<file path="config.mk">
export PLATFORM = sky130hd
export DESIGN_NAME = pipeline_block
export DESIGN_NICKNAME = d
export VERILOG_FILES = /design/src/design/block_pkg.sv /design/src/design/block_ifs.sv /design/src/design/block_alu.sv /design/src/design/block_control.sv /design/src/design/block_multiplier.sv /design/src/design/operand_file.sv /design/src/design/pipeline_block.sv
export SDC_FILE = /design/constraint.sdc
export NUM_CORES = 2
export LEC_CHECK = 0
export BUFFER_PORTS_ARGS = -buffer_cell sky130_fd_sc_hd__buf_2
export CAP_MARGIN = 20
export CELL_PAD_IN_SITES_DETAIL_PLACEMENT = 1
export CELL_PAD_IN_SITES_GLOBAL_PLACEMENT = 1
export CORE_AREA = 2 2 315 628
export DETAILED_ROUTE_END_ITERATION = 16
export DIE_AREA = 0 0 317 630
export HOLD_SLACK_MARGIN = 0.06
export PLACE_DENSITY_LB_ADDON = 0.25
export SYNTH_ARGS = -nofsm -noshare
export SYNTH_HDL_FRONTEND = slang
export SYNTH_HIERARCHICAL = 1
export SYNTH_SLANG_ARGS = --single-unit
</file>
<file path="constraint.sdc">
create_clock -name clk -period 17.2 [get_ports clk]
set_input_delay 2.58 -clock clk [delete_from_list [all_inputs] [get_ports clk]]
set_output_delay 2.58 -clock clk [all_outputs]
set_load 0.005 [all_outputs]
</file>
<file path="src/design/block_pkg.sv">
`default_nettype none

package block_pkg;

	localparam int DATA_W  = 16;
	localparam int N_CH    = 16;
	localparam int N_REG   = 16;
	localparam int ADDR_W  = 4;
	localparam int OP_W    = 4;
	localparam int PMS_W   = 4;
	localparam int INSTR_W = 28;

	// Multiplier sizing
	localparam int PROD_W = 2 * DATA_W;
	localparam int CNT_W  = $clog2(DATA_W);

	// Instruction word layout, opcode in the low bits
	localparam int SRC_A_LSB = OP_W;
	localparam int SRC_B_LSB = SRC_A_LSB + ADDR_W;
	localparam int SRC_C_LSB = SRC_B_LSB + ADDR_W;
	localparam int DEST_LSB  = SRC_C_LSB + ADDR_W;
	localparam int KIND_LSB  = DEST_LSB + ADDR_W;
	localparam int PMS_LSB   = KIND_LSB + 4;

	localparam int SAT_MAX  = 32767;
	localparam int SAT_MIN  = -32768;
	localparam int MUL_FRAC = 15;

	typedef logic signed [DATA_W-1:0] data_t;
	typedef logic [ADDR_W-1:0] addr_t;
	typedef logic [INSTR_W-1:0] instr_t;

	typedef enum logic [OP_W-1:0] {
		OP_NOP = 4'd0,
		OP_ADD = 4'd1,
		OP_SUB = 4'd2,
		OP_LSH = 4'd3,
		OP_RSH = 4'd4,
		OP_ABS = 4'd5,
		OP_MUL = 4'd6,
		OP_MAC = 4'd7
	} opcode_t;

endpackage

`default_nettype wire

</file>
<file path="src/design/block_ifs.sv">
`default_nettype none

// Operand reads and result write between control and storage
interface operand_if;
	block_pkg::addr_t rd_a;
	logic             rd_a_reg;
	block_pkg::addr_t rd_b;
	logic             rd_b_reg;
	block_pkg::addr_t rd_c;
	logic             rd_c_reg;
	block_pkg::data_t val_a;
	block_pkg::data_t val_b;
	block_pkg::data_t val_c;
	logic             wr_en;
	logic             wr_reg;
	block_pkg::addr_t wr_addr;
	block_pkg::data_t wr_data;

	modport ctrl (
		output rd_a, rd_a_reg, rd_b, rd_b_reg, rd_c, rd_c_reg,
		output wr_en, wr_reg, wr_addr, wr_data,
		input  val_a, val_b, val_c
	);

	modport store (
		input  rd_a, rd_a_reg, rd_b, rd_b_reg, rd_c, rd_c_reg,
		input  wr_en, wr_reg, wr_addr, wr_data,
		output val_a, val_b, val_c
	);
endinterface

// Multiply request and result
interface mul_if;
	logic                          start;
	block_pkg::data_t              a;
	block_pkg::data_t              b;
	logic [block_pkg::PMS_W-1:0]   shift;
	logic                          busy;
	logic                          done_pulse;
	block_pkg::data_t              product;

	modport ctrl (output start, a, b, shift, input busy, done_pulse, product);
	modport unit (input start, a, b, shift, output busy, done_pulse, product);
endinterface

`default_nettype wire

</file>
<file path="src/design/block_alu.sv">
`default_nettype none

module block_alu (
	input  block_pkg::opcode_t op,
	input  block_pkg::data_t   a,
	input  block_pkg::data_t   b,
	output block_pkg::data_t   result
);

	logic signed [block_pkg::DATA_W:0] sum;
	logic signed [block_pkg::DATA_W:0] diff;

	function automatic block_pkg::data_t saturate(input logic signed [block_pkg::DATA_W:0] x);
		if (x > block_pkg::SAT_MAX) begin
			return block_pkg::data_t'(block_pkg::SAT_MAX);
		end else if (x < block_pkg::SAT_MIN) begin
			return block_pkg::data_t'(block_pkg::SAT_MIN);
		end
		return x[block_pkg::DATA_W-1:0];
	endfunction

	// One extra bit so overflow is visible before clamping
	assign sum  = {a[block_pkg::DATA_W-1], a} + {b[block_pkg::DATA_W-1], b};
	assign diff = {a[block_pkg::DATA_W-1], a} - {b[block_pkg::DATA_W-1], b};

	always_comb begin
		case (op)
			block_pkg::OP_ADD: result = saturate(sum);
			block_pkg::OP_SUB: result = saturate(diff);
			block_pkg::OP_ABS: begin
				if (a == block_pkg::data_t'(block_pkg::SAT_MIN)) begin
					result = block_pkg::data_t'(block_pkg::SAT_MAX);
				end else begin
					result = (a < 0) ? -a : a;
				end
			end
			block_pkg::OP_LSH: result = a <<< 1;
			block_pkg::OP_RSH: result = a >>> 1;
			default:           result = a;
		endcase
	end

endmodule

`default_nettype wire

</file>
<file path="src/design/block_control.sv">
`default_nettype none

module block_control (
	input  logic               clk,
	input  logic               reset,
	input  logic               tick,
	input  block_pkg::instr_t  instr_val,
	input  logic               instr_write,
	operand_if.ctrl            opnd,
	mul_if.ctrl                mul,
	output block_pkg::opcode_t alu_op,
	output block_pkg::data_t   alu_a,
	output block_pkg::data_t   alu_b,
	input  block_pkg::data_t   alu_result,
	output logic               done
);

	typedef enum logic [1:0] {
		S_IDLE,
		S_BEGIN,
		S_WAIT,
		S_STORE
	} state_t;

	state_t             state;
	block_pkg::instr_t  instr;
	block_pkg::opcode_t op;
	block_pkg::data_t   a_q;
	block_pkg::data_t   b_q;
	logic               mul_start_q;
	logic               product_ready;
	logic               single_cycle;

	assign op = block_pkg::opcode_t'(instr[block_pkg::OP_W-1:0]);

	assign opnd.rd_a     = instr[block_pkg::SRC_A_LSB +: block_pkg::ADDR_W];
	assign opnd.rd_b     = instr[block_pkg::SRC_B_LSB +: block_pkg::ADDR_W];
	assign opnd.rd_c     = instr[block_pkg::SRC_C_LSB +: block_pkg::ADDR_W];
	assign opnd.wr_addr  = instr[block_pkg::DEST_LSB +: block_pkg::ADDR_W];
	assign opnd.rd_a_reg = instr[block_pkg::KIND_LSB];
	assign opnd.rd_b_reg = instr[block_pkg::KIND_LSB + 1];
	assign opnd.rd_c_reg = instr[block_pkg::KIND_LSB + 2];
	assign opnd.wr_reg   = instr[block_pkg::KIND_LSB + 3];

	// Latched operands serve both the adder and the multiplier
	assign mul.start = mul_start_q;
	assign mul.a     = a_q;
	assign mul.b     = b_q;
	assign mul.shift = instr[block_pkg::PMS_LSB +: block_pkg::PMS_W];

	// A late pulse from an aborted multiply can only land while start is high
	assign product_ready = mul.done_pulse && !mul.start;

	assign single_cycle = (op == block_pkg::OP_ABS) || (op == block_pkg::OP_LSH) ||
		(op == block_pkg::OP_RSH);

	assign alu_op = (op == block_pkg::OP_MAC) ? block_pkg::OP_ADD : op;
	assign alu_a  = (state == S_BEGIN) ? opnd.val_a : a_q;
	assign alu_b  = (state == S_BEGIN) ? opnd.val_b : b_q;

	// No result is stored in the cycle a tick aborts the instruction
	assign opnd.wr_en = !tick && ((state == S_BEGIN && single_cycle) ||
		(state == S_WAIT && op == block_pkg::OP_MUL && product_ready) ||
		(state == S_STORE));
	assign opnd.wr_data = (state == S_WAIT) ? mul.product : alu_result;

	always_ff @(posedge clk) begin
		if (reset) begin
			instr <= '0;
			state <= S_IDLE;
			done <= 1'b1;
			mul_start_q <= 1'b0;
		end else begin
			mul_start_q <= 1'b0;
			if (instr_write) begin
				instr <= instr_val;
			end

			if (tick) begin
				state <= S_BEGIN;
				done <= 1'b0;
			end else begin
				case (state)
					S_BEGIN: begin
						case (op)
							block_pkg::OP_ADD, block_pkg::OP_SUB: begin
								state <= S_STORE;
							end
							block_pkg::OP_MUL, block_pkg::OP_MAC: begin
								mul_start_q <= 1'b1;
								state <= S_WAIT;
							end
							default: begin
								state <= S_IDLE;
								done <= 1'b1;
							end
						endcase
					end
					S_WAIT: begin
						if (product_ready) begin
							if (op == block_pkg::OP_MAC) begin
								state <= S_STORE;
							end else begin
								state <= S_IDLE;
								done <= 1'b1;
							end
						end
					end
					S_STORE: begin
						state <= S_IDLE;
						done <= 1'b1;
					end
					default: begin
					end
				endcase
			end
		end
	end

	// MAC reuses the adder path with the clamped product and operand c
	always_ff @(posedge clk) begin
		if (state == S_BEGIN) begin
			a_q <= opnd.val_a;
			b_q <= opnd.val_b;
		end else if (state == S_WAIT && product_ready) begin
			a_q <= mul.product;
			b_q <= opnd.val_c;
		end
	end

endmodule

`default_nettype wire

</file>
<file path="src/design/block_multiplier.sv">
`default_nettype none

module block_multiplier (
	input logic clk,
	input logic reset,
	mul_if.unit mul
);

	logic signed [block_pkg::PROD_W-1:0] acc;
	logic signed [block_pkg::PROD_W-1:0] mcand;
	logic [block_pkg::DATA_W-1:0]        mplier;
	logic [block_pkg::PMS_W-1:0]         shift_q;
	logic [block_pkg::CNT_W-1:0]         count;
	logic                                last_step;
	logic signed [block_pkg::PROD_W-1:0] scaled;

	// Sign bit of the multiplier carries negative weight
	assign last_step = (int'(count) == block_pkg::DATA_W - 1);

	always_ff @(posedge clk) begin
		if (reset) begin
			mul.busy <= 1'b0;
			mul.done_pulse <= 1'b0;
			count <= '0;
		end else begin
			mul.done_pulse <= 1'b0;
			if (mul.start) begin
				mul.busy <= 1'b1;
				count <= '0;
			end else if (mul.busy) begin
				count <= count + 1'b1;
				if (last_step) begin
					mul.busy <= 1'b0;
					mul.done_pulse <= 1'b1;
				end
			end
		end
	end

	always_ff @(posedge clk) begin
		if (mul.start) begin
			acc <= '0;
			mcand <= {{block_pkg::DATA_W{mul.a[block_pkg::DATA_W-1]}}, mul.a};
			mplier <= mul.b;
			shift_q <= mul.shift;
		end else if (mul.busy) begin
			if (mplier[0]) begin
				acc <= last_step ? acc - mcand : acc + mcand;
			end
			mcand <= mcand <<< 1;
			mplier <= mplier >> 1;
		end
	end

	// Back to Q1.15, the shift field moves the binary point left
	assign scaled = acc >>> (block_pkg::MUL_FRAC - int'(shift_q));

	assign mul.product = (scaled > block_pkg::SAT_MAX) ? block_pkg::data_t'(block_pkg::SAT_MAX) :
		(scaled < block_pkg::SAT_MIN) ? block_pkg::data_t'(block_pkg::SAT_MIN) :
		scaled[block_pkg::DATA_W-1:0];

endmodule

`default_nettype wire

</file>
<file path="src/design/operand_file.sv">
`default_nettype none

module operand_file (
	input  logic             clk,
	input  logic             reset,
	input  logic             tick,
	input  block_pkg::data_t ch_in [block_pkg::N_CH],
	output block_pkg::data_t ch_out [block_pkg::N_CH],
	input  block_pkg::data_t reg_val,
	input  block_pkg::addr_t reg_target,
	input  logic             reg_write,
	input  logic             reg_update,
	operand_if.store         opnd
);

	block_pkg::data_t chans [block_pkg::N_CH];
	block_pkg::data_t regs [block_pkg::N_REG];
	block_pkg::data_t targets [block_pkg::N_REG];
	logic [block_pkg::N_REG-1:0] pending;

	assign ch_out = chans;

	// Flag set picks the register bank
	assign opnd.val_a = opnd.rd_a_reg ? regs[opnd.rd_a] : chans[opnd.rd_a];
	assign opnd.val_b = opnd.rd_b_reg ? regs[opnd.rd_b] : chans[opnd.rd_b];
	assign opnd.val_c = opnd.rd_c_reg ? regs[opnd.rd_c] : chans[opnd.rd_c];

	always_ff @(posedge clk) begin
		if (reset) begin
			for (int i = 0; i < block_pkg::N_CH; i++) begin
				chans[i] <= '0;
			end
			for (int i = 0; i < block_pkg::N_REG; i++) begin
				regs[i] <= '0;
				targets[i] <= '0;
			end
			pending <= '0;
		end else begin
			if (opnd.wr_en) begin
				if (opnd.wr_reg) begin
					regs[opnd.wr_addr] <= opnd.wr_data;
				end else begin
					chans[opnd.wr_addr] <= opnd.wr_data;
				end
			end

			// New frame from the previous stage, smoothed registers step by one
			if (tick) begin
				for (int i = 0; i < block_pkg::N_CH; i++) begin
					chans[i] <= ch_in[i];
				end
				for (int i = 0; i < block_pkg::N_REG; i++) begin
					if (pending[i]) begin
						if (targets[i] < regs[i]) begin
							regs[i] <= regs[i] - block_pkg::data_t'(1);
						end else if (targets[i] > regs[i]) begin
							regs[i] <= regs[i] + block_pkg::data_t'(1);
						end else begin
							pending[i] <= 1'b0;
						end
					end
				end
			end

			// Host access comes last and wins
			if (reg_write) begin
				regs[reg_target] <= reg_val;
			end else if (reg_update) begin
				targets[reg_target] <= reg_val;
				pending[reg_target] <= 1'b1;
			end
		end
	end

endmodule

`default_nettype wire

</file>
<file path="src/design/pipeline_block.sv">
`default_nettype none

module pipeline_block (
	input  logic              clk,
	input  logic              reset,
	input  logic              tick,
	input  block_pkg::data_t  ch_in [block_pkg::N_CH],
	input  block_pkg::instr_t instr_val,
	input  logic              instr_write,
	input  block_pkg::data_t  reg_val,
	input  block_pkg::addr_t  reg_target,
	input  logic              reg_write,
	input  logic              reg_update,
	output block_pkg::data_t  ch_out [block_pkg::N_CH],
	output logic              done
);

	operand_if opnd_bus ();
	mul_if     mul_bus ();

	block_pkg::opcode_t alu_op;
	block_pkg::data_t   alu_a;
	block_pkg::data_t   alu_b;
	block_pkg::data_t   alu_result;

	block_control u_control (
		.clk         (clk),
		.reset       (reset),
		.tick        (tick),
		.instr_val   (instr_val),
		.instr_write (instr_write),
		.opnd        (opnd_bus.ctrl),
		.mul         (mul_bus.ctrl),
		.alu_op      (alu_op),
		.alu_a       (alu_a),
		.alu_b       (alu_b),
		.alu_result  (alu_result),
		.done        (done)
	);

	operand_file u_operands (
		.clk        (clk),
		.reset      (reset),
		.tick       (tick),
		.ch_in      (ch_in),
		.ch_out     (ch_out),
		.reg_val    (reg_val),
		.reg_target (reg_target),
		.reg_write  (reg_write),
		.reg_update (reg_update),
		.opnd       (opnd_bus.store)
	);

	block_alu u_alu (
		.op     (alu_op),
		.a      (alu_a),
		.b      (alu_b),
		.result (alu_result)
	);

	block_multiplier u_multiplier (
		.clk   (clk),
		.reset (reset),
		.mul   (mul_bus.unit)
	);

endmodule

`default_nettype wire

</file>
---- Word level (Yosys, flattened, before mapping) ----
Memories as Yosys holds them, arrays and structs flattened. A register that Yosys moved wholly into a read port is not among the register bits.
Index checks and enable logic that the tools add are counted.
word-level totals
  input port bits ......................... 310
  flip-flop bits (word level) ............. 426
  memories ................................ 2
  memory bits (writable) .................. 512
  output and inout bits ................... 257
  word-level logic and storage cells ...... 547
memory list
  memory              words  bits a word  rd ports  clocked after memory_dff  write ports  line                RTL
  u_operands.regs     16     16           19        3                         17           operand_file.sv:17  block_pkg::data_t regs [block_pkg::N_REG];
  u_operands.targets  16     16           16        0                         16           operand_file.sv:18  block_pkg::data_t targets [block_pkg::N_REG];
operators by class
  equality and inequality tests ........... 22
  bitwise gates (word level) .............. 39
  shift-type cells ........................ 1
  reduce and logical (&&, ||, !) cells .... 33
  magnitude comparators ................... 46
  multiplexer cells ....................... 334
  $add $sub $neg .......................... 39
operator list
  kind                                                              count
  two-way mux 16 bit                                                67
  two-way mux 256 bit                                               3
  adder 16 x 2 -> 16 bit (second input constant)                    16
  bitwise mux 256 bit                                               1
  greater-than comparator 16 bit                                    16
  < comparator 16 bit                                               16
  subtractor 16 x 2 -> 16 bit (second input constant)               16
  two-way mux 1 bit                                                 240
  binary-select mux 16 bit (select 4 bit)                           3
  two-way mux 32 bit                                                3
  one-hot mux 16 bit (5 select lines)                               1
  demux 16 bit (select 4 bit)                                       1
  two-way mux 4 bit                                                 9
  greater-than comparator 17 x 16 -> 1 bit (second input constant)  2
  < comparator 17 x 16 -> 1 bit (second input constant)             2
  adder 32 bit                                                      1
  greater-than comparator 32 x 16 -> 1 bit (second input constant)  1
  < comparator 32 x 16 -> 1 bit (second input constant)             1
  OR 1 bit                                                          32
  OR reduction 16 bit                                               2
  >>> shifter 32 x 32 -> 32 bit                                     1
  subtractor 32 bit                                                 1
  equality test 4 x 3 -> 1 bit (second input constant)              6
  >= comparator 5 bit (second input constant)                       4
  37 further kinds                                                  69

---- Logic depth before layout (Yosys ltp) ----
  depth after elaboration ................. 18
  gate-level depth with buffers ........... 29
  depth with buffers taken out ............ 23

---- By module ----
Netlist, hierarchy kept.
by module, submodules not included
  module            sequential area each (µm²)  area each (µm²)  times used  cells each
  operand_file      20820.0                     63624.8          1           6523
  block_multiplier  2322.2                      7679.9           1           875
  block_control     1601.5                      3250.6           1           374
  block_alu         0.0                         2979.1           1           446

---- Least setup slack after synthesis ----
OpenSTA, ideal clock, no wires.
  kind .................................... input to register
  from .................................... input tick
  to ...................................... memory u_operands/regs[3][14] (netlist bit), data pin
  stages .................................. 19
  required time ........................... 16930 ps
  path buffers ............................ 3
  arrival ................................. 6847 ps
  setup slack ............................. 10083 ps
  library setup time ...................... 270 ps
  cells stage by stage .................... clkbuf_1 nor2b_1 clkbuf_1 buf_1 nand2_1 nor4bb_1 inv_1 ha_1 nor2b_1 o21ai_0 a21boi_0 o211ai_1 nand2_1 a41o_1 o41ai_1 o21ai_0 xor2_1 a32oi_1 a21oi_1
RTL lines
  element          line                 RTL
  start, declared  pipeline_block.sv:6  input logic tick,
  end, declared    operand_file.sv:17

==> out/qor.yml <==
min_to: "u_multiplier/shift_q[0]"
synth_cell_type_count: 110
grt_overflow_total: 0
drv_cap: 0
fin_crit_ns: 10.15
rows: 229
hold_depth: 0
synth_nets: 9080
fmax_mhz: 98.5
hold_ws_ns: 0.434
synth_edf_count: 596
status: "complete, but fails checks"
r2r_setup_slack_ns: 7.05
start_util: 0.399
synth_cells: 8218
min_from: "u_control/instr[24]"
violations: "max-slew violations"
dp_cells: 10900
crit_fanout: 41
clock_skew_ns: 0.0600
finalNonFillerCells: 11200
yosys_warnings: 6
ys_seq_area_frac: 0.319
post-route-period-util: 0.590
clockBufferDepth: 3
peakVddDrop_mv: 0.0794
cts_hold_buf: 0
synthFlopType: "edfxtp_1"
insertion_delay_ns: 0.81
drive_gt1_frac: 0.199
leakage_uw: 0.0333
chipHeight_um: 630
routedWlPerCell_um: 41.2
cts_root_buf: "clkbuf_16"
synth_seq_cells: 938
cts_buffers: 98
critPathLaunchType: "register"
rsz0062_at_grt: "no"
io_pins: 567
required_ns: 17.66
place.gp.congestion: 1.15
cts_tree: "yes"
worstSetupPathType: "reg2reg"
r2r_start: "u_control/instr[4]"
drt-pass1-iter-count: 10
drc: 0
vias: 78700
yosys.area.top_type: "edfxtp_1"
setup-violations-final: 0
drt_iter0_markers: 9454
final_nets: 9345
arrival_ns: 10.61
postRouteAntennaNets: 0
finalHoldViolCount: 0
vias_per_cell: 7.03
grtUsageTotal: 0.457
numPortBuffers: 566
reg2reg_to: "u_operands/regs[4][14]"
grt_pass1_vias: 78200
n_fill_cell: 22100
cts.clk_slew.worst_paths_ns: 0.08
fin_tns_setup_ns: 0
maxSlewViolCount: 1
synth_top_cell_area_share: 0.231
htree_levels: 3
antenna_found_initial: 124
hpwl_um: 341000
max_slew_margin: -0.0542
cts_setup_buffers: 0
synth_area_leaders: "edfxtp_1 23%, mux4_2 14%, dfxtp_1 8.8%"
min_path_type: "reg2reg"
reg2reg_depth: 20
cts_num_sinks: 938
area_growth_pct: 11.4
syn_avg_cell_area_sq_um: 9.43
coreArea_sq_mm: 0.195
dieWidth_um: 317
grt_max_degree: 213
power_per_cell_area_mw_per_mm2: 87.1
async_reset_ff_frac: 0
power_uw: 7520
wl_um: 462000
synth_area_sq_mm: 0.0775
worstMarginPinSlew_ns: 1.58
design.die.area_sq_mm: 0.200
cts_resized: 0
end_kind: "register"
grt_pass1_wl_um: 630000
stage by stage:
| step | area, sq um | setup WS, ns | util |
|---|---|---|---|
| 5_1_grt | 86200 | 6.92 | 0.443 |
| 2_1_floorplan | 77500 | 10.08 | - |
| 3_3_place_gp | 82700 | 8.08 | 0.425 |
| 6_report | 86400 | 7.05 | 0.444 |
| 3_5_place_dp | 82700 | 7.93 | 0.425 |
| 4_1_cts | 86100 | 7.88 | 0.443 |
registers in the layout, indices dropped and copies added, names as in the netlist, 28 cells and up:
| signal | cells |
|---|---|
| u_operands/ch_out | 256 |
| u_multiplier/acc | 32 |
| u_control/instr | 28 |
| u_multiplier/mcand | 32 |
| u_operands/targets | 256 |
| u_operands/regs | 256 |
cell usage after synthesis (all sizes together), types with 90 or more instances:
cell type,number
nor2,784
nor3,232
dfxtp,342
a21oi,811
nand3,276
xnor2,171
clkbuf,456
a221o,110
mux2,101
xor2,107
mux2i,164
inv,432
buf,167
a31oi,90
edfxtp,596
nand4,93
o21ai,302
a21o,111
and2,214
mux4,490
ha,534
nand2,739
cell type report:
class                           count  area [sq um]  area share
Multi-Input combinational cell   6223         48600       0.563
Sequential cell                   938         24800       0.287
Timing Repair Buffer              788          4600      0.0532
Tap cell                         2541          3180      0.0368
Clock buffer                      133          2800      0.0324
Inverter                          434          1630      0.0189
Clock inverter                     52           581     0.00672
Antenna cell                       88           220     0.00255
cell families after synthesis:
| logic type | synth area share |
|---|---|
| compound gates | 0.156 |
| xor+xnor | 0.0316 |
| buf+inv | 0.0559 |
| simple gates | 0.168 |
| flops | 0.319 |
| fa+ha+maj | 0.0908 |
| mux | 0.178 |
how the worst max path moves through the flow:
| stage | start | endpoint | slack (ns) | depth (start not counted) |
|---|---|---|---|---|
| 3_3_place_gp | u_control/instr[4] | u_operands/ch_out[61] | 8.08 | 24 |
| 2_1_floorplan | tick | u_operands/regs[3][14] | 10.08 | 19 |
| 3_5_place_dp | u_control/instr[4] | u_operands/ch_out[61] | 7.93 | 24 |
| 6_report | u_control/instr[4] | u_operands/regs[4][14] | 7.05 | 20 |
| 4_1_cts | u_control/instr[4] | u_operands/ch_out[61] | 7.88 | 24 |
| 5_1_grt | u_control/instr[4] | u_operands/regs[4][14] | 6.92 | 20 |
routing by layer:
layer	wire length, um	vias to the layer above	GRT usage	share of wire
met3	49000	2452	0.173	0.11
met2	211000	5823	0.717	0.46
met4	64100	38	0.511	0.14
li1	-	31200	-	-
met1	137000	39100	0.430	0.30
met5	435	-	0.00494	0.00094
worst max-delay path, cell delays in order, from the launching register on:
cell	delay [ns]
dfxtp_4	0.53
buf_4	0.65
buf_4	0.72
mux4_2	0.61
mux4_2	0.52
mux2_2	0.29
nand2_1	0.09
nand2_1	0.29
ha_1	0.59
nor4_2	0.60
nand3_1	0.16
a211oi_1	0.85
nor4_1	0.20
o21ai_2	0.35
nor2b_1	0.58
a21oi_1	0.21
o32a_1	0.39
mux2_2	0.55
buf_4	0.38
nand2_1	0.86
o221ai_1	0.28
layout by cell type (no fill, tap or decap), types with 53 or more instances in the layout:
cell / n
or3_1: 74
clkbuf_16: 103
nand2b_1: 58
buf_4: 229
nand2_1: 738
dfxtp_1: 329
nor2b_1: 86
nand4_1: 93
mux2i_1: 164
buf_2: 552
and2_1: 213
mux2_2: 101
nor2_1: 770
nor4_1: 53
xor2_1: 106
a21o_1: 101
nand3_1: 276
ha_1: 534
a21oi_1: 811
mux4_2: 490
inv_1: 426
edfxtp_1: 596
diode_2: 88
xnor2_1: 170
a31oi_1: 88
nor3_1: 212
a221o_1: 110
o21ai_0: 265
power breakdown:
| part | switching (uW) | internal (uW) | total [uW] |
|---|---|---|---|
| Clock | 1110 | 1280 | 2390 |
| Sequential | 310 | 2540 | 2850 |
| Combinational | 1510 | 770 | 2280 |
| Total | 2940 | 4590 | 7520 |
Note: power is estimated with default switching activity, not from simulation.
